File: src/hdl/node_cfg_pkg.sv
// Node sizes and configuration store layout, fixed by the 22-bit message payload
// Lookup entries sit at num_instr + output index

package node_cfg_pkg;

    // Core outputs and index width, index must hold OUTPUTS itself
    localparam int OUTPUTS      = 8;
    localparam int OUTPUT_IDX_W = 4;

    // Store geometry
    localparam int RAM_ADDR_W = 8;
    localparam int RAM_DATA_W = 22;

    // Instruction count width
    localparam int NODE_PARAM_W = 8;

    // One entry per output, 17 of 22 bits used
    typedef struct packed {
        logic [7:0] start;
        logic [7:0] stop;
        logic       active;
    } output_lookup_t;

    // One entry per destination, 14 of 22 bits used
    typedef struct packed {
        logic [3:0] row;
        logic [3:0] column;
        logic [4:0] index;
        logic       is_seq;
    } output_mapping_t;

endpackage : node_cfg_pkg
File: src/hdl/store_arbiter.sv
// Fixed priority store arbiter, controller reads always win over loader writes
// Purely combinational, loader must hold its request until granted

module store_arbiter (
    // Output controller, read only
      input  logic                                i_ctrl_rd_en
    , input  logic [node_cfg_pkg::RAM_ADDR_W-1:0] i_ctrl_addr
    // Configuration loader, write only
    , input  logic                                i_load_wr_req
    , input  logic [node_cfg_pkg::RAM_ADDR_W-1:0] i_load_addr
    , input  logic [node_cfg_pkg::RAM_DATA_W-1:0] i_load_wr_data
    , output logic                                o_wr_grant
    // Store port
    , output logic [node_cfg_pkg::RAM_ADDR_W-1:0] o_addr
    , output logic                                o_wr_en
    , output logic [node_cfg_pkg::RAM_DATA_W-1:0] o_wr_data
    , output logic                                o_rd_en
);

    // ==================================================
    // Grant
    // ==================================================

    // Stream in flight must not lose read slots
    assign o_wr_grant = !i_ctrl_rd_en;

    // ==================================================
    // Store drive
    // ==================================================

    assign o_addr    = i_ctrl_rd_en ? i_ctrl_addr : i_load_addr;
    assign o_rd_en   = i_ctrl_rd_en;

    // Write only when loader holds grant
    assign o_wr_en   = i_load_wr_req && o_wr_grant;
    assign o_wr_data = i_load_wr_data;

endmodule : store_arbiter

File: config.mk
export PLATFORM = sky130hd
export DESIGN_NAME = store_arbiter
export DESIGN_NICKNAME = d
export VERILOG_FILES = /design/src/hdl/node_cfg_pkg.sv /design/src/hdl/store_arbiter.sv
export SDC_FILE = /design/constraint.sdc
export NUM_CORES = 1
export LEC_CHECK = 0
export BUFFER_PORTS_ARGS = -buffer_cell sky130_fd_sc_hd__buf_2
export CORE_AREA = 4 4 41 43
export DETAILED_ROUTE_END_ITERATION = 8
export DIE_AREA = 0 0 45 47
export PLACE_DENSITY = 0.84
export SYNTH_ARGS = -nofsm -noshare
export SYNTH_HDL_FRONTEND = slang
export SYNTH_SLANG_ARGS = --single-unit
File: constraint.sdc
create_clock -name vclk -period 1.4
set_clock_uncertainty 0.05 [all_clocks]
set_input_delay 0.14 -clock vclk [all_inputs]
set_output_delay 0.14 -clock vclk [all_outputs]
set_load 0.005 [all_outputs]
==> metrics <==
largest family of logic cells by synthesized area=buffers and inverters; most used cell, CP=buf_2; Synth Area in Simple Gates=2.767%; Worst-Margin Slew=about 290 ps; mux cell area share after synthesis=a little under two fifths; routed vias/inst=around 4.2; P_leak=0.1909 nW; fin area=~300 um2; Cell Area, Placed=296.5 um2; Crit-path slowest cell=mux2_4; Layout Cells excl Fill=54; post-synthesis adder-cell area fraction=0%; number of clock buffers in the layout=0; DRT iter0 DRCs=0; GRT Util Overall=5.586%; Yosys top cell by area=buf_4; post-CTS sizing=0; Arr. time, crit path=860 ps; grt met2 use=12.43%; WL final=672 um; antenna violations before repair=0; Slew headroom=80.71%; most frequent cells in the layout=buf_2, mux2_4, inv_1, and2b_2; Die X-Extent=45 um; status=complete, no violations; ANT cells=0; DP Cell Count=54; hold_ws=230.0 ps; crit path kind=primary input to output port; routed len/inst=12.44 um; final worst path period need=1055 ps; RSZ-0062 raised after global routing=false; Synth top area share=54.55%; GR Util met1=3.596%; CP Max Fanout=11; detailed-router iteration count before antenna repair=1; ratio of cells with drive above 1 in the final layout=97.44%; Starting Density=24.33%; pre-CTS WS=330.1 ps; routability congestion estimate=0.5809; total negative slack=0 ps; die height=47 um; filler instances=153; largest net degree at the start of global routing=12; Post-CTS Repair Setup Buffers=0; syn_area_per_cell=9.310 um2; total core area=1301 um2; GR Overflow Total=0; Post-route DRC=0; Largest stage delay, worst path=330 ps; I/O Buffers=29; endpoints failing hold=0; CP cell instances=buf_2 > mux2_4 > buf_2; maximum VDD drop=85.14 uV; post-synthesis compound-gate area fraction=0%; leading cell type in the layout, fill and taps excluded=buf_2; CP startpoint kind=primary input; Layout Nets=about 80; cts hold-fix bufs=0; synth unique cells=5; Area Overhead vs Synth=-6.324%; via count=between 200 and 250; Worst Hold Class=primary input to output port; first-pass GRT wire length=approximately 910 um; max cap viols=0; period utilization=75.33%; Power Dens Cells=approximately 300 nW/um2; I/O pins=73; kind of end point of the critical path=output port; number of global-route vias before repair=239; GR peak layer=met2; Worst Path Buf+Inv=2; post-synthesis sequential area ratio=0%; storage element area=0 um2; Synth Warn #=0; Core Rows=13; total die area=2115 um2; met3 Resource Use GR=approximately 3.8%; final worst slack=between 300 and 400 ps; cell area after synthesis=roughly 320 um2; delay-heaviest family, CP=buffers and inverters; Synth Area in XOR/XNOR=0%; WP data required=1210 ps; Seq Cell Count=0; endpoints failing setup=0; Final ANT Viol Nets=0; syn_nets=74; dominant cells by area after synthesis=buf_4, mux2_4, buf_6; Multi-input gate area=128.9 um2; Fmax achieved=about 0.95 GHz; Mapped Cells=34; max-slew violation count=0
final timing paths:
path                                from            end  slack [ps]  cells past startpoint
worst min-delay path  i_load_wr_data[12]  o_wr_data[12]         230                      0
worst max-delay path        i_ctrl_rd_en      o_addr[5]         350                      3
kinds of logic (layout without fill, tap and decap cells):
kind of cell | after synthesis | count (layout)
mux | 8 | 8
buf+inv | 25 | 30
simple gates | 1 | 1
metrics by stage:
step	total power [W]	utilization, %
finish	0.00008890	22.79
detailed placement	0.00009108	22.79
global route	0.00009700	22.79
global placement	0.00008964	22.79
CTS	0.00009124	22.79
floorplan	0.00009813	-
area by class of cell:
class	instances	share of cell area, %
inverters	1	1.266
multi-input cells	9	43.46
well taps	15	6.329
repair buffers	29	48.95
per-layer routing:
layer | part of all wire [%] | routed length (um)
met4 | 0 | 0
met1 | 23 | 157
met3 | 29 | 196
met5 | 0 | 0
met2 | 47 | 319
cells in the mapped netlist:
cell type and n:
buf_6 1, mux2_4 8, buf_4 23, inv_1 1, and2b_2 1
report_power, final:
part           switching (W)  leakage [nW]  internal, W
registers                  0             0            0
clock network              0             0            0
logic              0.0000289         0.191    0.0000600
total              0.0000289         0.191    0.0000600
Power figures use the tool's default switching activity.
