===== config.mk =====
export PLATFORM = sky130hd
export DESIGN_NAME = node_cfg_loader
export DESIGN_NICKNAME = d
export VERILOG_FILES = /design/src/hdl/node_msg_pkg.sv /design/src/hdl/node_cfg_pkg.sv /design/src/hdl/node_cfg_loader.sv
export SDC_FILE = /design/constraint.sdc
export NUM_CORES = 1
export LEC_CHECK = 0
export BUFFER_PORTS_ARGS = -buffer_cell sky130_fd_sc_hd__buf_4
export CELL_PAD_IN_SITES_DETAIL_PLACEMENT = 1
export CELL_PAD_IN_SITES_GLOBAL_PLACEMENT = 2
export CORE_ASPECT_RATIO = 1.5
export CORE_MARGIN = 2
export CORE_UTILIZATION = 30
export CTS_BUF_LIST = sky130_fd_sc_hd__clkbuf_2 sky130_fd_sc_hd__clkbuf_4 sky130_fd_sc_hd__clkbuf_8
export DETAILED_ROUTE_END_ITERATION = 7
export GPL_ROUTABILITY_DRIVEN = 0
export PLACE_DENSITY_LB_ADDON = 0.1
export REMOVE_ABC_BUFFERS = 1
export SKIP_LAST_GASP = 1
export SLEW_MARGIN = 10
export SYNTH_ARGS = -nofsm -noshare
export SYNTH_HDL_FRONTEND = slang
export SYNTH_SLANG_ARGS = --single-unit

===== constraint.sdc =====
create_clock -name i_clk -period 6.8 [get_ports i_clk]
set_input_delay 0.34 -clock i_clk [delete_from_list [all_inputs] [get_ports i_clk]]
set_output_delay 0.34 -clock i_clk [all_outputs]
set_load 0.005 [all_outputs]

===== src/hdl/node_msg_pkg.sv =====
// 32-bit node message format, header plus 22-bit payload
// SIGNAL payload layout below, all other commands use raw payload bits

package node_msg_pkg;

    localparam int MSG_PAYLOAD_W = 22;

    typedef enum logic [1:0] {
        LOAD_ADDR = 2'd0,
        LOAD_DATA = 2'd1,
        CONFIG    = 2'd2,
        SIGNAL    = 2'd3
    } node_command_t;

    // Target node position and command
    typedef struct packed {
        logic [3:0]    row;
        logic [3:0]    column;
        node_command_t command;
    } node_header_t;

    typedef struct packed {
        node_header_t               header;
        logic [MSG_PAYLOAD_W-1:0]   payload;
    } node_message_t;

    // Output change payload
    typedef struct packed {
        logic [4:0]  index;
        logic        is_seq;
        logic        state;
        logic [14:0] padding;
    } signal_payload_t;

endpackage : node_msg_pkg


===== src/hdl/node_cfg_pkg.sv =====
// Node sizes and configuration store layout, fixed by the 22-bit message payload
// Lookup entries sit at num_instr + output index

package node_cfg_pkg;

    // Core outputs and index width, index must hold OUTPUTS itself
    localparam int OUTPUTS      = 8;
    localparam int OUTPUT_IDX_W = 4;

    // Store geometry
    localparam int RAM_ADDR_W = 8;
    localparam int RAM_DATA_W = 22;

    // Instruction count width
    localparam int NODE_PARAM_W = 8;

    // One entry per output, 17 of 22 bits used
    typedef struct packed {
        logic [7:0] start;
        logic [7:0] stop;
        logic       active;
    } output_lookup_t;

    // One entry per destination, 14 of 22 bits used
    typedef struct packed {
        logic [3:0] row;
        logic [3:0] column;
        logic [4:0] index;
        logic       is_seq;
    } output_mapping_t;

endpackage : node_cfg_pkg

===== src/hdl/node_cfg_loader.sv =====
// Inbound message decoder, assumes every message is addressed to this node
// LOAD_DATA is held in a single slot until the arbiter grants the write

module node_cfg_loader (
      input  logic                                  i_clk
    , input  logic                                  i_reset
    // Inbound message stream
    , input  node_msg_pkg::node_message_t           i_in_msg_data
    , input  logic                                  i_in_msg_valid
    , output logic                                  o_in_msg_ready
    // Store write request
    , output logic                                  o_wr_req
    , output logic [node_cfg_pkg::RAM_ADDR_W-1:0]   o_wr_addr
    , output logic [node_cfg_pkg::RAM_DATA_W-1:0]   o_wr_data
    , input  logic                                  i_wr_grant
    // Node parameters
    , output logic [node_cfg_pkg::NODE_PARAM_W-1:0] o_num_instr
    , output logic [node_cfg_pkg::OUTPUT_IDX_W-1:0] o_num_output
);

    logic                                  in_xfer;
    logic                                  hold_valid_q;
    logic [node_cfg_pkg::RAM_DATA_W-1:0]   hold_data_q;
    logic [node_cfg_pkg::RAM_ADDR_W-1:0]   wr_ptr_q;
    logic [node_cfg_pkg::NODE_PARAM_W-1:0] num_instr_q;
    logic [node_cfg_pkg::OUTPUT_IDX_W-1:0] num_output_q;

    // Accept only with an empty holding slot
    assign o_in_msg_ready = !hold_valid_q;
    assign in_xfer        = i_in_msg_valid && o_in_msg_ready;

    // ==================================================
    // Command decode and write pointer
    // ==================================================

    always_ff @(posedge i_clk) begin
        if (i_reset) begin
            hold_valid_q <= 1'b0;
            wr_ptr_q     <= '0;
            num_instr_q  <= '0;
            num_output_q <= '0;
        end else if (in_xfer) begin
            case (i_in_msg_data.header.command)
                node_msg_pkg::LOAD_ADDR: begin
                    wr_ptr_q <= i_in_msg_data.payload[node_cfg_pkg::RAM_ADDR_W-1:0];
                end
                node_msg_pkg::LOAD_DATA: begin
                    hold_valid_q <= 1'b1;
                end
                node_msg_pkg::CONFIG: begin
                    num_instr_q  <= i_in_msg_data.payload[node_cfg_pkg::NODE_PARAM_W-1:0];
                    num_output_q <= i_in_msg_data.payload[node_cfg_pkg::NODE_PARAM_W +:
                                                          node_cfg_pkg::OUTPUT_IDX_W];
                end
                // No input handler on this node, SIGNAL is dropped
                default: begin
                end
            endcase
        end else if (hold_valid_q && i_wr_grant) begin
            // Write lands this edge, step to next word
            hold_valid_q <= 1'b0;
            wr_ptr_q     <= wr_ptr_q + 1'b1;
        end
    end

    // Holding slot payload
    always_ff @(posedge i_clk) begin
        if (in_xfer && (i_in_msg_data.header.command == node_msg_pkg::LOAD_DATA)) begin
            hold_data_q <= i_in_msg_data.payload;
        end
    end

    assign o_wr_req     = hold_valid_q;
    assign o_wr_addr    = wr_ptr_q;
    assign o_wr_data    = hold_data_q;
    assign o_num_instr  = num_instr_q;
    assign o_num_output = num_output_q;

endmodule : node_cfg_loader


==> results.md <==
- The clock tree from TritonCTS is built.
- Measured against its own limit, the worst slew margin works out to 0.378.
- The path type of the worst setup path is reg2reg.
- The number of max-slew violations in the final report is 0.
- The H-tree depth reported by CTS is 2.
- The delay of the slowest cell on the worst path is between 0.6 and 0.7 ns.
- In this run the vertical extent of the chip is roughly 95 µm.
- The area of the die is 6120 µm².
- The sum of buffers and inverters on the critical path is 1.
- The worst setup path is captured at a flop.
- The I/O pin total is 80.
- The number of nets in the finished design is 257.
- The setup skew after layout is 0.00810 ns.
- Max-cap violations in this run came to 0.
- Summed over all nets, the half-perimeter wirelength after detailed placement is 3390 µm.
- The floorplan die width is 64.6 µm.
- The number of antenna diodes in the final layout is 0.
- The final setup violation count is 0.
- The layout-stage area growth over the synthesis result is 44.7%.
- Dividing the detail-routed via count by the number of cells gives 4.82.
- Setup repair after global routing left no endpoint under its margin.
- The largest net degree at the start of global routing is 21.
- Summing every instance area after synthesis gives roughly 1700 µm².
- The warning count from the yosys run is 0.
- Summed over all instances, the cell type with the most area after synthesis is edfxtp_1.
- The count of TritonRoute iterations in the first routing pass is 4.
- Counting along the longest clock path gives a buffer depth of 2.
- The number of fill cells is 604.
- The switching power total is 117 µW.
- Before CTS, the worst setup slack after placement is 4.74 ns.
- Data arrives at the worst endpoint at between 1.5 and 2 ns.
- The portion of the post-synthesis area used by sequential elements is 0.655.
- In this run the static leakage power is 0.945 nW.
- On the critical path, the stage with the largest delay is an instance of nor3b_2.
- The initial antenna violation count is 0.
- The switching portion of total power is 0.203.
- In this run the tool buffered the top-level ports with 71 buffer cells.
- The via count of the first global-routing pass is 1,489.
- The detail route stage leaves a number of antenna-violating nets equal to 0.
- The gate family responsible for the most delay along the worst path is simple AND/OR/NAND/NOR gates.
- Synthesis handed over a netlist of approximately 150 instances.
- The total global routing overflow is 0.
- In this run, post-CTS repair resized a total of 0 instances.
- The initial core utilization is 0.305.
- The first global-routing pass estimated 7160 µm of wire.
- The synthesized design contains 43 register bits.
- By area the synthesized netlist is led by edfxtp_1 40%, dfxtp_1 25%, nand2_1 7.1%.
- The flow ran to the end, and the final reports show no timing, DRC or antenna violations.
- The number of hold violations in the final report was 0.
- The path category of the worst min-delay check is in2reg.
- The post-route setup TNS is 0 ns.
- The count of unique library cells instantiated by Yosys is 31.
- The placeable core region is 5410 µm².
- The per-cell routed wire length is 15.3 µm.
- The measured slew at the worst slew-check pin is 0.928 ns.
- The share of post-route cells with drive strength above 1 is 0.385.
- The share of total power dissipated in the clock network is 0.409.
- After layout, the minimum clock period comes to 1.91 ns.
- The DRC marker count from the first detailed-route iteration is 40.
- The final critical-path share of the clock period is 0.281.
- Yosys mapped a number of flops with a built-in enable equal to 22.
- The post-route DRC violation count is 0.
- The portion of total power attributed to combinational logic is 0.093.
- Clock tree synthesis inserted a total of 5 buffers.
- A synthesized cell averages 11.2 µm².
- Setup slack on the critical path of the routed design comes to 4.89 ns.
- Timing would allow up to ~520 MHz.
- The signal on the critical path passes through nand2b_4 -> nor3b_2 -> buf_4.
- The initialized floorplan defines 33 standard-cell rows.
- The routed wire length is between 4000 and 5000 µm.
- The critical path data required time is 6.78 ns.
- Clock-pin slew was measured on the worst setup and hold paths at about 0.08 ns.
- Across the VDD grid, the largest voltage drop is 0.159 mV.
- The highest fanout seen on the critical path is 16.
- The latest clock arrival within the worst-skew pair is 0.29 ns.
- Among all flip-flop cells after synthesis, the most frequent one is edfxtp_1.
- Of the total power, registers draw 0.498.
- The total clock sinks is 43.
- The cell-internal power is 460 µW.
- Counting flops with an async set or reset pin after synthesis yields a share of 0.
- The post-CTS setup repair buffer count is 0.
- The global router's overall resource usage is 0.154.
- The clock tree root buffer cell is clkbuf_8.
- The total of hold buffers inserted after clock tree synthesis is 0.
- For this design the ratio of total power to cell area is around 240 nW/µm².
- The startpoint kind of the worst setup timing path is a flop.
- The routed layout has 1,403 vias.
- The share of synthesized area in the top cell type comes to 0.400.
area by class of cell:
class | count | area [µm²] | share of cell area
sequential | 43 | 1080 | 0.453
clock inverter | 2 | 60.1 | 0.0252
timing repair buffer | 72 | 541 | 0.226
multi-input combinational | 95 | 531 | 0.222
clock buffer | 6 | 76.3 | 0.0320
inverter | 3 | 11.3 | 0.00472
tap | 70 | 87.6 | 0.0367
through the flow:
stage	hold WS (ns)	utilization	total power [mW]	cells	cell area, µm²
2_1_floorplan	0.409	-	0.311	141	1620
3_3_place_gp	0.447	0.416	0.346	283	2250
3_5_place_dp	0.457	0.416	0.349	283	2250
4_1_cts	0.210	0.441	0.585	291	2390
5_1_grt	0.199	0.441	0.601	291	2390
6_report	0.218	0.441	0.577	291	2390
worst paths after layout:
kind / startpoint / depth (start not counted) / slack [ns] / endpoint
max reg2reg: o_wr_req / 3 / 4.89 / o_wr_data[20]
min reg2reg: o_num_instr[5] / 2 / 0.46 / o_num_instr[5]
min: i_in_msg_data[19] / 1 / 0.22 / o_wr_data[19]
max: o_wr_req / 3 / 4.89 / o_wr_data[20]
power by group through the flow:
stage	sequential [mW]	clock (mW)	combinational (mW)
finish	0.287	0.236	0.0539
detailed placement	0.293	0	0.0552
CTS	0.287	0.242	0.0554
global route	0.288	0.253	0.0601
global placement	0.293	0	0.0530
floorplan	0.293	0	0.0181
flip-flops by register name, summed over array words and instances, names as in the netlist:
name	count
o_num_instr	8
o_num_output	4
o_wr_data	22
o_wr_req	1
o_wr_addr	8
cells by family (layout without fill, tap and decap cells):
kind of cell / after synthesis / after routing / synth area share
compound gates: 37 / 37 / 0.143
simple gates: 56 / 56 / 0.161
mux: 1 / 1 / 0.00607
flops: 43 / 43 / 0.655
fa+ha+maj: 1 / 1 / 0.00758
buf+inv: 9 / 83 / 0.0265
routing by layer:
layer / track usage / wire length, µm / share of wire
met3: 0.0393 / 258 / 0.058
met5: 0 / 0 / 0
met2: 0.292 / 2380 / 0.53
met4: 0.0496 / 48 / 0.011
met1: 0.165 / 1770 / 0.40
cells in the mapped netlist, types with 2 or more instances:
cell      instances
inv_1             3
and2_1            4
buf_2             2
nor2_1            8
dfxtp_1          21
o21ai_1           4
a22o_1            2
o21ai_0           4
o21a_1            2
nor3_1            2
nand2_1          31
a21oi_1          18
clkbuf_1          3
a32o_1            2
nor3b_1           2
edfxtp_1         22
nand3_1           3
placed cells by master (no fill, tap or decap), drive strengths merged, types with 3 or more instances in the layout:
master	synthesis	final
a21oi	18	18
and2	4	4
buf	3	72
clkbuf	3	6
dfxtp	21	21
edfxtp	22	22
inv	3	3
nand2	31	31
nand3	3	3
nor2	8	8
nor3b	3	3
o21ai	8	8
Power figures use the tool's default switching activity.
