--- src/hdl/node_msg_pkg.sv ---
// 32-bit node message format, header plus 22-bit payload
// SIGNAL payload layout below, all other commands use raw payload bits

package node_msg_pkg;

    localparam int MSG_PAYLOAD_W = 22;

    typedef enum logic [1:0] {
        LOAD_ADDR = 2'd0,
        LOAD_DATA = 2'd1,
        CONFIG    = 2'd2,
        SIGNAL    = 2'd3
    } node_command_t;

    // Target node position and command
    typedef struct packed {
        logic [3:0]    row;
        logic [3:0]    column;
        node_command_t command;
    } node_header_t;

    typedef struct packed {
        node_header_t               header;
        logic [MSG_PAYLOAD_W-1:0]   payload;
    } node_message_t;

    // Output change payload
    typedef struct packed {
        logic [4:0]  index;
        logic        is_seq;
        logic        state;
        logic [14:0] padding;
    } signal_payload_t;

endpackage : node_msg_pkg

--- src/hdl/node_cfg_pkg.sv ---
// Node sizes and configuration store layout, fixed by the 22-bit message payload
// Lookup entries sit at num_instr + output index

package node_cfg_pkg;

    // Core outputs and index width, index must hold OUTPUTS itself
    localparam int OUTPUTS      = 8;
    localparam int OUTPUT_IDX_W = 4;

    // Store geometry
    localparam int RAM_ADDR_W = 8;
    localparam int RAM_DATA_W = 22;

    // Instruction count width
    localparam int NODE_PARAM_W = 8;

    // One entry per output, 17 of 22 bits used
    typedef struct packed {
        logic [7:0] start;
        logic [7:0] stop;
        logic       active;
    } output_lookup_t;

    // One entry per destination, 14 of 22 bits used
    typedef struct packed {
        logic [3:0] row;
        logic [3:0] column;
        logic [4:0] index;
        logic       is_seq;
    } output_mapping_t;

endpackage : node_cfg_pkg
--- src/hdl/node_output_ctrl.sv ---
// Output change detection and SIGNAL generation, lowest changed index served first
// Store contents must not change while o_idle is low

module node_output_ctrl (
      input  logic                                  i_clk
    , input  logic                                  i_reset
    , output logic                                  o_idle
    // Node parameters from loader
    , input  logic [node_cfg_pkg::NODE_PARAM_W-1:0] i_num_instr
    , input  logic [node_cfg_pkg::OUTPUT_IDX_W-1:0] i_num_output
    // Logic core outputs
    , input  logic [node_cfg_pkg::OUTPUTS-1:0]      i_core_outputs
    // Store read port
    , output logic [node_cfg_pkg::RAM_ADDR_W-1:0]   o_ram_addr
    , output logic                                  o_ram_rd_en
    , input  logic [node_cfg_pkg::RAM_DATA_W-1:0]   i_ram_rd_data
    // Outbound message stream
    , output node_msg_pkg::node_message_t           o_out_msg_data
    , output logic                                  o_out_msg_valid
    , input  logic                                  i_out_msg_ready
);

    typedef enum logic [1:0] { IDLE, LOOKUP, QUERY, SEND } fsm_t;

    fsm_t                                  state_q;
    fsm_t                                  state_d;
    logic [node_cfg_pkg::OUTPUTS-1:0]      outputs_mask;
    logic [node_cfg_pkg::OUTPUTS-1:0]      outputs_last_q;
    logic [node_cfg_pkg::OUTPUTS-1:0]      output_xor;
    logic                                  output_change;
    logic [node_cfg_pkg::OUTPUT_IDX_W-1:0] first_idx;
    logic [node_cfg_pkg::OUTPUT_IDX_W-1:0] idx_q;
    logic                                  flip;
    logic                                  output_value_q;
    node_cfg_pkg::output_lookup_t          lookup;
    node_cfg_pkg::output_lookup_t          pointers_q;
    node_cfg_pkg::output_mapping_t         mapping;
    logic [node_cfg_pkg::RAM_ADDR_W-1:0]   lookup_addr;
    logic [node_cfg_pkg::RAM_ADDR_W-1:0]   rd_addr;
    logic [node_cfg_pkg::RAM_ADDR_W-1:0]   rd_addr_q;
    logic                                  at_stop;
    logic                                  msg_stall;
    logic                                  msg_valid_q;
    node_msg_pkg::node_header_t            msg_hdr;
    node_msg_pkg::signal_payload_t         msg_payload;
    node_msg_pkg::node_message_t           msg_next;
    node_msg_pkg::node_message_t           msg_data_q;

    // ==================================================
    // Change detection
    // ==================================================

    // Only the lowest num_output bits take part
    always_comb begin : comb_mask
        for (int i = 0; i < node_cfg_pkg::OUTPUTS; i++) begin
            outputs_mask[i] = i[node_cfg_pkg::OUTPUT_IDX_W-1:0] < i_num_output;
        end
    end

    assign output_xor    = (i_core_outputs ^ outputs_last_q) & outputs_mask;
    assign output_change = |output_xor;

    // Trailing zero search, lowest set bit wins
    always_comb begin : comb_first_idx
        first_idx = '0;
        for (int i = node_cfg_pkg::OUTPUTS - 1; i >= 0; i--) begin
            if (output_xor[i]) begin
                first_idx = i[node_cfg_pkg::OUTPUT_IDX_W-1:0];
            end
        end
    end

    // Held bit flips once LOOKUP moves on
    assign flip = (state_q == LOOKUP) && !msg_stall;

    // ==================================================
    // FSM
    // ==================================================

    always_comb begin : comb_fsm
        state_d = state_q;
        case (state_q)
            IDLE: begin
                if (output_change) state_d = LOOKUP;
            end
            LOOKUP: begin
                if (!msg_stall) state_d = QUERY;
            end
            // Lookup entry on the read port now
            QUERY: begin
                if (lookup.active)      state_d = SEND;
                else if (output_change) state_d = LOOKUP;
                else                    state_d = IDLE;
            end
            SEND: begin
                if (at_stop && !msg_stall) begin
                    state_d = output_change ? LOOKUP : IDLE;
                end
            end
            default: state_d = IDLE;
        endcase
    end

    always_ff @(posedge i_clk) begin
        if (i_reset) begin
            state_q        <= IDLE;
            outputs_last_q <= '0;
            msg_valid_q    <= 1'b0;
        end else begin
            state_q <= state_d;
            // Index is always below OUTPUTS, top bit never set
            if (flip) begin
                outputs_last_q[idx_q[node_cfg_pkg::OUTPUT_IDX_W-2:0]] <=
                    ~outputs_last_q[idx_q[node_cfg_pkg::OUTPUT_IDX_W-2:0]];
            end
            // Valid held through a stall, else one per SEND cycle
            msg_valid_q <= msg_stall || (state_q == SEND);
        end
    end

    // ==================================================
    // Store reads
    // ==================================================

    assign lookup_addr = i_num_instr +
        {{(node_cfg_pkg::RAM_ADDR_W - node_cfg_pkg::OUTPUT_IDX_W){1'b0}}, idx_q};
    assign lookup      = i_ram_rd_data[$bits(node_cfg_pkg::output_lookup_t)-1:0];

    always_comb begin : comb_rd_addr
        rd_addr = rd_addr_q;
        if (!msg_stall) begin
            case (state_q)
                LOOKUP:  rd_addr = lookup_addr;
                QUERY:   rd_addr = lookup.start;
                SEND:    rd_addr = rd_addr_q + 1'b1;
                default: rd_addr = rd_addr_q;
            endcase
        end
    end

    // Word on the read port came from rd_addr_q
    assign at_stop = (rd_addr_q == pointers_q.stop);

    assign o_ram_rd_en = (state_q != IDLE);
    assign o_ram_addr  = rd_addr;

    // ==================================================
    // Message generation
    // ==================================================

    assign msg_stall = msg_valid_q && !i_out_msg_ready;
    assign mapping   = i_ram_rd_data[$bits(node_cfg_pkg::output_mapping_t)-1:0];

    assign msg_hdr.row            = mapping.row;
    assign msg_hdr.column         = mapping.column;
    assign msg_hdr.command        = node_msg_pkg::SIGNAL;
    assign msg_payload.index      = mapping.index;
    assign msg_payload.is_seq     = mapping.is_seq;
    assign msg_payload.state      = output_value_q;
    assign msg_payload.padding    = '0;
    assign msg_next.header        = msg_hdr;
    assign msg_next.payload       = msg_payload;

    // Payload registers
    always_ff @(posedge i_clk) begin
        idx_q     <= first_idx;
        rd_addr_q <= rd_addr;
        if (flip) begin
            output_value_q <= ~outputs_last_q[idx_q[node_cfg_pkg::OUTPUT_IDX_W-2:0]];
        end
        if (state_q == QUERY) begin
            pointers_q <= lookup;
        end
        // Data frozen while stalled
        if (!msg_stall) begin
            msg_data_q <= msg_next;
        end
    end

    // Busy until FSM parked and no change pending
    assign o_idle          = (state_q == IDLE) && !output_change;
    assign o_out_msg_data  = msg_data_q;
    assign o_out_msg_valid = msg_valid_q;

endmodule : node_output_ctrl

--- config.mk ---
export PLATFORM = sky130hd
export DESIGN_NAME = node_output_ctrl
export DESIGN_NICKNAME = d
export VERILOG_FILES = /design/src/hdl/node_msg_pkg.sv /design/src/hdl/node_cfg_pkg.sv /design/src/hdl/node_output_ctrl.sv
export SDC_FILE = /design/constraint.sdc
export NUM_CORES = 1
export LEC_CHECK = 0
export ABC_AREA = 1
export BUFFER_PORTS_ARGS = -buffer_cell sky130_fd_sc_hd__buf_2
export CAP_MARGIN = 20
export CORE_MARGIN = 10
export CORE_UTILIZATION = 54
export CTS_CLUSTER_SIZE = 28
export DETAILED_ROUTE_END_ITERATION = 10
export PLACE_DENSITY = 0.85
export SYNTH_ARGS = -nofsm -noshare
export SYNTH_HDL_FRONTEND = slang
export SYNTH_SLANG_ARGS = --single-unit
--- constraint.sdc ---
create_clock -name i_clk -period 3.6 [get_ports i_clk]
set_input_delay 0.36 -clock i_clk [delete_from_list [all_inputs] [get_ports i_clk]]
set_output_delay 0.36 -clock i_clk [all_outputs]
set_load 0.05 [all_outputs]
==> metrics.txt, run 1 <==
# TYPE chip_impl_metric gauge
chip_impl_metric{name="reg2reg_slack",unit="ps"} 1680
chip_impl_metric{name="cts_sinks",unit=""} 46
chip_impl_metric{name="drt_first_pass_iters",unit=""} 4
chip_impl_metric{name="dr.first_iter.drc_count",unit=""} 109
chip_impl_metric{name="worst-endpoint-arrival",unit="ps"} 2440
chip_impl_metric{name="sequential_cell_area",unit="um2"} 1160
chip_impl_metric{name="design.final.nets",unit=""} 436
chip_impl_metric{name="synth.distinct_cells",unit=""} 31
chip_impl_info{name="ys.flop_type",value="edfxtp_1"} 1
chip_impl_info{name="startpoint_to_endpoint_class_of_the_critical_path",value="flip-flop to output port"} 1
chip_impl_metric{name="dieArea",unit="um2"} 7950
chip_impl_metric{name="drive_above_1_share",unit="%"} 22.7
chip_impl_info{name="final_cell_mix",value="nand2_1, buf_2, inv_1, a21oi_1, edfxtp_1"} 1
chip_impl_metric{name="grt_max_degree",unit=""} 18
chip_impl_metric{name="area_taken_by_multi_input_logic_gates",unit="um2"} 1140
chip_impl_metric{name="syn_avg_cell_area",unit="um2"} 8.09
chip_impl_info{name="rsz0062_at_grt",value="false"} 1
chip_impl_metric{name="highest_ir_drop_seen_on_vdd",unit="V"} 0.000227
chip_impl_info{name="crit_path_cell_trace",value="ha_1 -> fa_1 -> nand2_1 -> nand2_1 -> nand2_1 -> o21ai_0 -> nand3_1 -> a31oi_1 -> buf_2"} 1
chip_impl_metric{name="dieHeight",unit="um"} 89.1
chip_impl_metric{name="worst-path-max-fanout",unit=""} 14
chip_impl_metric{name="cp.required",unit="ps"} 3240
chip_impl_metric{name="totalNegativeSetupSlack",unit="ps"} 0
chip_impl_metric{name="global_route.overflow_total",unit=""} 0
chip_impl_metric{name="postCtsSetupBuffers",unit=""} 0
chip_impl_metric{name="wire_per_inst",unit="um"} 13.7
chip_impl_metric{name="holdBufCountCts",unit=""} 0
chip_impl_metric{name="setup_viol",unit=""} 0
chip_impl_metric{name="final_min_period_over_clock_period",unit="%"} 77.7
chip_impl_metric{name="max_cap_viol_count",unit=""} 0
chip_impl_metric{name="std_cell_rows",unit=""} 25
chip_impl_metric{name="final_slew_viol_count",unit=""} 0
chip_impl_metric{name="report.power.total",unit="mW"} 1.69
chip_impl_metric{name="floorplan.initialDensity",unit="%"} 55.0
chip_impl_metric{name="max-slew-margin-rel",unit="%"} 53.7
chip_impl_metric{name="synth_seq_cells",unit=""} 46
chip_impl_info{name="worstSetupStartpointType",value="flip-flop"} 1
chip_impl_metric{name="filler_cell_count",unit=""} 425
chip_impl_metric{name="place.detailed.hpwl",unit="um"} 4840
chip_impl_metric{name="detail_route.wirelength",unit="um"} 6070
chip_impl_metric{name="route.vias.total",unit=""} 2227
chip_impl_info{name="mostFrequentLayoutCell",value="nand2_1"} 1
chip_impl_metric{name="flow.area_growth_from_synthesis",unit="%"} 14.7
chip_impl_metric{name="cts_max_path_buffers",unit=""} 2
chip_impl_metric{name="maximum_clock_frequency",unit="MHz"} 357
chip_impl_info{name="tritoncts_clock_tree",value="built"} 1
chip_impl_metric{name="ys.warnings.count",unit=""} 0
chip_impl_info{name="worst_hold_path_type",value="input pin to flip-flop"} 1
chip_impl_metric{name="grt_pass1_wl",unit="um"} 9370
chip_impl_metric{name="synth.yosys.seq_area_share",unit="%"} 45.0
chip_impl_metric{name="synthesis.area",unit="um2"} 2580
chip_impl_info{name="timing.critical_path.mode_cell",value="nand2_1"} 1
chip_impl_info{name="ctsRootBufferMaster",value="clkbuf_8"} 1
chip_impl_metric{name="hold_viol",unit=""} 0
chip_impl_metric{name="fin_skew",unit="ps"} 5.83
chip_impl_metric{name="synth_edf_count",unit=""} 24
chip_impl_metric{name="groute.usage.overall",unit="%"} 15.0
chip_impl_metric{name="cts-buffers-inserted",unit=""} 5
chip_impl_metric{name="insertion_delay",unit="ps"} 300
chip_impl_info{name="status",value="finished, final reports clean"} 1
chip_impl_metric{name="buffer_ports.inserted",unit=""} 65
chip_impl_metric{name="cp_slowest_stage_delay",unit="ps"} 620
chip_impl_metric{name="power-per-cell-area",unit="nW/um2"} 572
chip_impl_metric{name="average_via_count_per_standard_cell",unit=""} 5.04
chip_impl_metric{name="pin_count",unit=""} 88
chip_impl_info{name="cp_top_family",value="flip-flops"} 1
chip_impl_metric{name="antenna_violations_before_repair",unit=""} 0
chip_impl_metric{name="fp.dieW",unit="um"} 89.1
chip_impl_metric{name="first_global_vias",unit=""} 2085
chip_impl_metric{name="routabilityCongestion",unit=""} 0.903
chip_impl_metric{name="worst_slew_pin_slew",unit="ps"} 694
chip_impl_metric{name="period_minus_slack",unit="ps"} 2800
chip_impl_metric{name="synthArstFlopShare",unit="%"} 0
chip_impl_metric{name="timing.critical_path.buf_inv",unit=""} 1
chip_impl_metric{name="cts_resized",unit=""} 0
chip_impl_metric{name="clkSlewWorstSetupHoldPaths",unit="ps"} 80
chip_impl_info{name="timing.critical_path.to_type",value="output port"} 1
chip_impl_metric{name="htree_num_levels",unit=""} 2
chip_impl_info{name="critical-path-slowest-cell",value="dfxtp_1"} 1
chip_impl_metric{name="p_leak",unit="nW"} 1.41
chip_impl_metric{name="postRouteAntennaNets",unit=""} 0
chip_impl_metric{name="core_region_area",unit="um2"} 4690
chip_impl_metric{name="drc",unit=""} 0
chip_impl_metric{name="syn-instance-count",unit=""} 319
power by group:
part           leakage, nW  total (mW)  internal [mW]  switching [mW]
registers            0.423       0.714          0.632          0.0816
logic                0.945       0.683          0.186           0.497
clock network       0.0426       0.298          0.134           0.164
total                 1.41        1.69          0.952           0.743
worst register-to-register path: cells and delay by family, from the launching register on:
family,cells,cell delay (ps)
compound gates,2,350
flops,1,620
fa+ha+maj,2,510
simple gates,4,360
metrics by stage:
step	hold WS (ps)	setup slack (ps)	utilization [%]	cells	area, um2
after global placement	416	1230	61.3	433	2880
after global routing	240	560	63.0	441	2960
after detailed placement	407	1180	61.3	433	2880
final	244	802	63.1	442	2960
after CTS	239	843	63.0	441	2960
after floorplan	400	1090	-	334	2640
routing by layer:
metal  GRT usage, %  wire length [um]
met2           26.2              3060
met3           4.28               532
met5              0                 0
met4           5.06                57
met1           17.2              2430
sequential cells by signal (all words and copies together) (netlist names):
register / flops
pointers_q: 8
outputs_last_q: 8
o_out_msg_data: 15
state_q: 2
rd_addr_q: 8
idx_q: 3
o_out_msg_valid: 1
output_value_q: 1
path summary, 6_finish.rpt:
kind                            cells after the start        startpoint                 end
worst min register to register                      0    output_value_q  o_out_msg_data[15]
worst max-delay path                                9          idx_q[0]       o_ram_addr[6]
worst max register to register                      8          idx_q[0]        rd_addr_q[6]
worst min-delay path                                1  i_ram_rd_data[5]  o_out_msg_data[21]
cells in the mapped netlist, drive strengths merged, types with 2 or more instances:
master   n  area share (%)
xor2     4             1.4
inv     48             7.0
o21ai   23             5.8
edfxtp  24              28
nand3   20             3.9
conb     2            0.29
nand4   10             2.4
buf     19             5.8
dfxtp   22              17
nor3     4            0.78
nor2    24             4.4
or2      4            0.97
ha       4             1.9
a31oi    4            0.97
a21oi   25             4.8
nand2   68              10
xnor2    7             2.4
final cells by class:
cell class / count / area share (%)
Antenna cell: 1 / 0.0845
Clock buffer: 6 / 2.45
Clock inverter: 2 / 0.296
Inverter: 49 / 6.21
Multi-Input combinational cell: 219 / 38.5
Sequential cell: 46 / 39.2
Tap cell: 54 / 2.28
Timing Repair Buffer: 65 / 11.0
cell families (layout without fill, tap and decap cells):
group | after synthesis | after routing | synth area share, %
buf+inv | 69 | 122 | 13.1
simple gates | 130 | 130 | 22.4
fa+ha+maj | 5 | 5 | 2.71
flops | 46 | 46 | 45.0
xor+xnor | 11 | 11 | 3.73
compound gates | 56 | 56 | 12.8
other cells | 2 | 18 | 0.291
No activity file was read; power rests on OpenSTA's default activity.
==> inputs of run 2 (changes only) <==
--- a/config.mk
+++ b/config.mk
@@ -9,10 +9,10 @@
 export BUFFER_PORTS_ARGS = -buffer_cell sky130_fd_sc_hd__buf_2
 export CAP_MARGIN = 20
 export CORE_MARGIN = 10
-export CORE_UTILIZATION = 54
+export CORE_UTILIZATION = 50
 export CTS_CLUSTER_SIZE = 28
 export DETAILED_ROUTE_END_ITERATION = 10
-export PLACE_DENSITY = 0.85
+export PLACE_DENSITY = 0.8
 export SYNTH_ARGS = -nofsm -noshare
 export SYNTH_HDL_FRONTEND = slang
 export SYNTH_SLANG_ARGS = --single-unit
==> constraint.sdc (replaced) <==
create_clock -name i_clk -period 2.8 [get_ports i_clk]
set_input_delay 0.28 -clock i_clk [delete_from_list [all_inputs] [get_ports i_clk]]
set_output_delay 0.28 -clock i_clk [all_outputs]
set_load 0.05 [all_outputs]
==> run 2 against run 1 <==
Die area rose by 6.2%; register-to-register slack got worse by 700 ps; clock power rose by 64%; largest cell class unchanged; combinational power rose by 32%; core utilization fell by 3.2 points; critical path type unchanged; cell count rose by 3.8%.
==> metrics.txt, run 2 (synthesized netlist as in run 1, its figures left out) <==
# TYPE chip_impl_metric gauge
chip_impl_metric{name="dp_slack",unit="ps"} 577
chip_impl_metric{name="dieHeight",unit="um"} 91.9
chip_impl_metric{name="pin_count",unit=""} 88
chip_impl_info{name="min_to",value="o_out_msg_data[24]"} 1
chip_impl_metric{name="antenna_violations_before_repair",unit=""} 0
chip_impl_metric{name="pwr-share-clk",unit="%"} 21.3
chip_impl_metric{name="buffer_ports.inserted",unit=""} 65
chip_impl_metric{name="combinational_share_of_power",unit="%"} 39.1
chip_impl_metric{name="std_cell_rows",unit=""} 26
chip_impl_metric{name="postRouteAntennaNets",unit=""} 0
chip_impl_metric{name="ff2ff_path_depth",unit=""} 6
chip_impl_info{name="min-delay-start",value="i_ram_rd_data[6]"} 1
chip_impl_metric{name="holdBufCountCts",unit=""} 0
chip_impl_metric{name="p_leak",unit="nW"} 1.44
chip_impl_metric{name="worst_slew_pin_slew",unit="ps"} 681
chip_impl_metric{name="maximum_clock_frequency",unit="MHz"} 398
chip_impl_metric{name="detailroute.wirelength.met3",unit="um"} 449
chip_impl_metric{name="route.vias.total",unit=""} 2241
chip_impl_metric{name="fp.dieW",unit="um"} 91.9
chip_impl_metric{name="highest_ir_drop_seen_on_vdd",unit="V"} 0.000298
chip_impl_metric{name="final.setup.worst_slack",unit="ps"} 290
chip_impl_info{name="startpoint_to_endpoint_class_of_the_critical_path",value="flip-flop to output port"} 1
chip_impl_info{name="tritoncts_clock_tree",value="built"} 1
chip_impl_metric{name="routabilityCongestion",unit=""} 0.920
chip_impl_metric{name="cts_max_path_buffers",unit=""} 2
chip_impl_info{name="mostFrequentLayoutCell",value="nand2_1"} 1
chip_impl_metric{name="m1WireLength",unit="um"} 2520
chip_impl_metric{name="power.sequential.fraction",unit="%"} 39.6
chip_impl_metric{name="dr.first_iter.drc_count",unit=""} 100
chip_impl_metric{name="dieArea",unit="um2"} 8440
chip_impl_info{name="routed.top_layer",value="met4"} 1
chip_impl_metric{name="grt_pass1_wl",unit="um"} 10300
chip_impl_metric{name="groute.usage.overall",unit="%"} 14.7
chip_impl_metric{name="reg2reg_slack",unit="ps"} 980
chip_impl_info{name="status",value="finished, final reports clean"} 1
chip_impl_metric{name="totalNegativeSetupSlack",unit="ps"} 0
chip_impl_info{name="rsz0062_at_grt",value="false"} 1
chip_impl_metric{name="cts-buffers-inserted",unit=""} 5
chip_impl_metric{name="hold_path_depth",unit=""} 1
chip_impl_metric{name="htree_num_levels",unit=""} 2
chip_impl_metric{name="period_minus_slack",unit="ps"} 2510
chip_impl_metric{name="detail_route.wirelength",unit="um"} 6280
chip_impl_metric{name="wire_per_inst",unit="um"} 13.7
chip_impl_metric{name="max_cap_viol_count",unit=""} 0
chip_impl_metric{name="power.switching",unit="mW"} 0.978
chip_impl_metric{name="core_region_area",unit="um2"} 5040
chip_impl_metric{name="worst-endpoint-arrival",unit="ps"} 2230
chip_impl_metric{name="intPower",unit="mW"} 1.32
chip_impl_metric{name="final_min_period_over_clock_period",unit="%"} 89.6
chip_impl_info{name="final_cell_mix",value="nand2_1, buf_2, inv_1, a21oi_1, edfxtp_1"} 1
chip_impl_metric{name="postCtsSetupBuffers",unit=""} 0
chip_impl_metric{name="global_route.overflow_total",unit=""} 0
chip_impl_metric{name="clkSlewWorstSetupHoldPaths",unit="ps"} 80
chip_impl_metric{name="wl_met2",unit="um"} 3220
chip_impl_metric{name="floorplan.initialDensity",unit="%"} 51.2
chip_impl_metric{name="hold_viol",unit=""} 0
chip_impl_metric{name="flow.area_growth_from_synthesis",unit="%"} 17.0
chip_impl_metric{name="num_antenna_cells",unit=""} 0
chip_impl_metric{name="worst-path-max-fanout",unit=""} 9
chip_impl_info{name="ctsRootBufferMaster",value="clkbuf_8"} 1
chip_impl_metric{name="cts_sinks",unit=""} 46
chip_impl_metric{name="insertion_delay",unit="ps"} 300
chip_impl_metric{name="drc",unit=""} 0
chip_impl_metric{name="max-slew-margin-rel",unit="%"} 54.5
chip_impl_info{name="timing.critical_path.to_type",value="output port"} 1
chip_impl_metric{name="first_global_vias",unit=""} 2320
chip_impl_info{name="worst_hold_path_type",value="input pin to flip-flop"} 1
chip_impl_metric{name="drt_first_pass_iters",unit=""} 4
chip_impl_info{name="worstReg2RegEnd",value="rd_addr_q[3]"} 1
chip_impl_info{name="worstSetupStartpointType",value="flip-flop"} 1
chip_impl_metric{name="power-per-cell-area",unit="nW/um2"} 761
chip_impl_metric{name="cts_resized",unit=""} 0
chip_impl_metric{name="cp.required",unit="ps"} 2520
chip_impl_metric{name="grt_max_degree",unit=""} 18
chip_impl_metric{name="fin_skew",unit="ps"} 6.77
chip_impl_metric{name="design.final.nets",unit=""} 438
chip_impl_metric{name="place.detailed.hpwl",unit="um"} 5100
chip_impl_metric{name="largest_register_ffs",unit=""} 15
chip_impl_metric{name="average_via_count_per_standard_cell",unit=""} 4.88
chip_impl_metric{name="setup_viol",unit=""} 0
chip_impl_info{name="timing.rr.start",value="idx_q[1]"} 1
chip_impl_metric{name="final_slew_viol_count",unit=""} 0
chip_impl_metric{name="filler_cell_count",unit=""} 465
chip_impl_metric{name="power.switching_fraction",unit="%"} 42.5
chip_impl_metric{name="drive_above_1_share",unit="%"} 23.7
-- run 2: changes by cell type in the layout (fill, tap and decap cells not counted), sizes merged --
| cell | before | now |
|---|---|---|
| buf | 65 | 67 |
| clkbuf | 6 | 5 |
| diode | 1 | 0 |
| bufinv | 0 | 1 |
-- run 2: worst max path at each step --
stage / end / slack [ps] / cells past startpoint / start
2_1_floorplan: o_ram_addr[6] / 400 / 7 / idx_q[0]
3_3_place_gp: o_ram_addr[4] / 610 / 11 / i_num_instr[0]
3_5_place_dp: o_ram_addr[4] / 580 / 11 / i_num_instr[0]
4_1_cts: o_ram_addr[3] / 320 / 7 / idx_q[1]
5_1_grt: o_ram_addr[4] / 130 / 10 / idx_q[0]
6_report: o_ram_addr[3] / 290 / 7 / idx_q[1]
-- run 2: metrics by stage --
| step | total power [mW] | utilization [%] | hold WS (ps) | cell area [um2] | instances |
|---|---|---|---|---|---|
| 2_1_floorplan | 1.64 | - | 379 | 2640 | 334 |
| 3_3_place_gp | 1.80 | 57.7 | 423 | 2910 | 451 |
| 3_5_place_dp | 1.83 | 57.7 | 423 | 2910 | 451 |
| 4_1_cts | 2.31 | 59.9 | 156 | 3020 | 459 |
| 5_1_grt | 2.44 | 59.9 | 151 | 3020 | 459 |
| 6_report | 2.30 | 59.9 | 163 | 3020 | 459 |
-- run 2: routing by layer --
| layer | vias up | global-route usage, % |
|---|---|---|
| li1 | 1153 | - |
| met1 | 1008 | 16.0 |
| met2 | 74 | 26.1 |
| met3 | 6 | 4.89 |
| met4 | 0 | 5.40 |
| met5 | - | 0 |
-- run 2: area by class of cell --
type	count	area (um2)	share of cell area (%)
sequential	46	1160	38.4
multi-input combinational	219	1140	37.7
timing repair buffer	67	340	11.3
inverter	49	184	6.09
tap	70	87.6	2.90
clock buffer	5	68.8	2.28
clock inverter	3	40.0	1.33
-- run 2: power groups by stage --
stage | registers [mW] | clock network, mW | logic (mW)
global placement | 0.919 | 0 | 0.882
floorplan | 0.967 | 0 | 0.671
CTS | 0.909 | 0.497 | 0.903
global route | 0.923 | 0.527 | 0.991
finish | 0.910 | 0.490 | 0.900
detailed placement | 0.925 | 0 | 0.901
-- run 2: critical path: stages, from the launching register on --
cell and delay, ps:
dfxtp_1 540, ha_1 310, nand3_1 90, nand3_1 200, or2_2 340, a21oi_1 160, a21oi_1 80, buf_2 230
==> inputs of run 3 (changes only) <==
--- a/config.mk
+++ b/config.mk
@@ -13,6 +13,7 @@
 export CTS_CLUSTER_SIZE = 28
 export DETAILED_ROUTE_END_ITERATION = 10
 export PLACE_DENSITY = 0.8
+export RECOVER_POWER = 100
 export SYNTH_ARGS = -nofsm -noshare
 export SYNTH_HDL_FRONTEND = slang
 export SYNTH_SLANG_ARGS = --single-unit
==> run 3 against run 2 <==
Critical endpoint unchanged; sequential share of layout area increased by 0.86 points; critical path type unchanged; count of clock-buffer cells in the layout stayed put; non-clock buffer count is the same; global-route usage unchanged; cell count unchanged; combinational power down 2.7%; maximum frequency is 0.63% lower; clock power about the same; highest routed layer unchanged; clock skew fell by 0.90 ps; sequential cell count did not move; critical path depth is the same.
==> metrics.txt, run 3 (synthesized netlist as in run 1, its figures left out) <==
# TYPE chip_impl_metric gauge
chip_impl_info{name="status",value="finished, final reports clean"} 1
chip_impl_metric{name="filler_cell_count",unit=""} 489
chip_impl_metric{name="flow.area_growth_from_synthesis",unit="%"} 14.4
chip_impl_metric{name="holdBufCountCts",unit=""} 0
chip_impl_metric{name="max_cap_viol_count",unit=""} 0
chip_impl_metric{name="maximum_clock_frequency",unit="MHz"} 396
chip_impl_metric{name="routabilityCongestion",unit=""} 0.920
chip_impl_metric{name="dieArea",unit="um2"} 8440
chip_impl_metric{name="largest_register_ffs",unit=""} 15
chip_impl_metric{name="antenna_violations_before_repair",unit=""} 0
chip_impl_metric{name="cp.required",unit="ps"} 2520
chip_impl_metric{name="groute.usage.overall",unit="%"} 14.7
chip_impl_metric{name="fin_skew",unit="ps"} 5.87
chip_impl_metric{name="place.detailed.hpwl",unit="um"} 5100
chip_impl_metric{name="grt_pass1_wl",unit="um"} 10300
chip_impl_info{name="startpoint_to_endpoint_class_of_the_critical_path",value="flip-flop to output port"} 1
chip_impl_metric{name="max-slew-margin-rel",unit="%"} 53.9
chip_impl_info{name="tritoncts_clock_tree",value="built"} 1
chip_impl_metric{name="final_min_period_over_clock_period",unit="%"} 90.2
chip_impl_metric{name="cts_max_path_buffers",unit=""} 2
chip_impl_metric{name="drt_first_pass_iters",unit=""} 4
chip_impl_metric{name="num_antenna_cells",unit=""} 0
chip_impl_metric{name="grt_max_degree",unit=""} 18
chip_impl_metric{name="worst_slew_pin_slew",unit="ps"} 690
chip_impl_metric{name="hold_viol",unit=""} 0
chip_impl_metric{name="stdcell_count",unit=""} 459
chip_impl_info{name="worstSetupStartpointType",value="flip-flop"} 1
chip_impl_metric{name="wire_per_inst",unit="um"} 13.6
chip_impl_metric{name="highest_ir_drop_seen_on_vdd",unit="V"} 0.000298
chip_impl_metric{name="placed_cells",unit=""} 451
chip_impl_info{name="rsz0062_at_grt",value="false"} 1
chip_impl_metric{name="totalNegativeSetupSlack",unit="ps"} 0
chip_impl_metric{name="dp_slack",unit="ps"} 577
chip_impl_metric{name="floorplan.initialDensity",unit="%"} 51.2
chip_impl_metric{name="cts_sinks",unit=""} 46
chip_impl_metric{name="dr.first_iter.drc_count",unit=""} 92
chip_impl_metric{name="drive_above_1_share",unit="%"} 14.9
chip_impl_metric{name="insertion_delay",unit="ps"} 300
chip_impl_metric{name="cts-buffers-inserted",unit=""} 5
chip_impl_metric{name="postCtsSetupBuffers",unit=""} 0
chip_impl_metric{name="htree_num_levels",unit=""} 2
chip_impl_metric{name="p_leak",unit="nW"} 1.35
chip_impl_metric{name="period_minus_slack",unit="ps"} 2530
chip_impl_metric{name="setup_viol",unit=""} 0
chip_impl_metric{name="detail_route.wirelength",unit="um"} 6250
chip_impl_metric{name="dieHeight",unit="um"} 91.9
chip_impl_metric{name="power-per-cell-area",unit="nW/um2"} 770
chip_impl_info{name="ctsRootBufferMaster",value="clkbuf_8"} 1
chip_impl_metric{name="final.setup.worst_slack",unit="ps"} 274
chip_impl_metric{name="drc",unit=""} 0
chip_impl_metric{name="cts_resized",unit=""} 0
chip_impl_metric{name="global_route.overflow_total",unit=""} 0
chip_impl_metric{name="buffer_ports.inserted",unit=""} 65
chip_impl_metric{name="pin_count",unit=""} 88
chip_impl_metric{name="std_cell_rows",unit=""} 26
chip_impl_metric{name="clkSlewWorstSetupHoldPaths",unit="ps"} 80
chip_impl_metric{name="average_via_count_per_standard_cell",unit=""} 4.89
chip_impl_metric{name="fp.dieW",unit="um"} 91.9
chip_impl_metric{name="first_global_vias",unit=""} 2320
chip_impl_metric{name="route.vias.total",unit=""} 2244
chip_impl_info{name="worst_hold_path_type",value="input pin to flip-flop"} 1
chip_impl_metric{name="worst-endpoint-arrival",unit="ps"} 2250
chip_impl_info{name="mostFrequentLayoutCell",value="nand2_1"} 1
chip_impl_metric{name="fin_util",unit="%"} 58.6
chip_impl_info{name="timing.critical_path.to_type",value="output port"} 1
chip_impl_metric{name="design.final.nets",unit=""} 438
chip_impl_metric{name="worst-path-max-fanout",unit=""} 9
chip_impl_info{name="final_cell_mix",value="nand2_1, inv_1, buf_2, clkbuf_1, a21oi_1"} 1
chip_impl_metric{name="final_slew_viol_count",unit=""} 0
chip_impl_metric{name="postRouteAntennaNets",unit=""} 0
chip_impl_metric{name="core_region_area",unit="um2"} 5040
-- run 3: cell types whose count changed in the layout (fill, tap and decap cells not counted), sizes merged --
| cell | delta |
|---|---|
| buf | -35 |
| clkbuf | +35 |
-- run 3: critical path, stage by stage, from the launching register on --
cell      delay [ps]
dfxtp_1          530
ha_1             310
nand3_1           90
nand3_1          200
or2_2            340
a21oi_1          150
a21oi_1           80
clkbuf_2         250
-- run 3: area by class of cell --
class / count / area, um2 / share of cell area (%)
Inverter: 49 / 184 / 6.23
Timing Repair Buffer: 67 / 303 / 10.2
Sequential cell: 46 / 1160 / 39.3
Multi-Input combinational cell: 219 / 1110 / 37.6
Tap cell: 70 / 87.6 / 2.96
Clock inverter: 3 / 40.0 / 1.36
Clock buffer: 5 / 68.8 / 2.33
-- run 3: report_power, final --
| group | switching [mW] | internal [mW] |
|---|---|---|
| logic | 0.646 | 0.230 |
| registers | 0.0962 | 0.813 |
| clock network | 0.227 | 0.263 |
| total | 0.969 | 1.31 |
-- run 3: per-layer routing --
layer / track usage (%) / wire length, um / vias up
li1: - / - / 1153
met1: 16.0 / 2450 / 1017
met2: 26.1 / 3200 / 65
met3: 4.89 / 502 / 9
met4: 5.40 / 106 / 0
met5: 0 / 0 / -
-- run 3: final timing paths --
path	cells past startpoint	to	slack (ps)	startpoint
hold reg to reg	0	o_out_msg_data[15]	440	output_value_q
hold / removal	1	pointers_q[6]	160	i_ram_rd_data[6]
setup reg to reg	6	rd_addr_q[3]	990	idx_q[1]
setup / recovery	7	o_ram_addr[3]	270	idx_q[1]
-- run 3: metrics by stage --
stage	total power, mW	hold WS (ps)	area, um2
5_1_grt	2.42	151	2950
4_1_cts	2.31	156	3020
6_report	2.28	159	2950
3_3_place_gp	1.80	423	2910
2_1_floorplan	1.64	379	2640
3_5_place_dp	1.83	423	2910
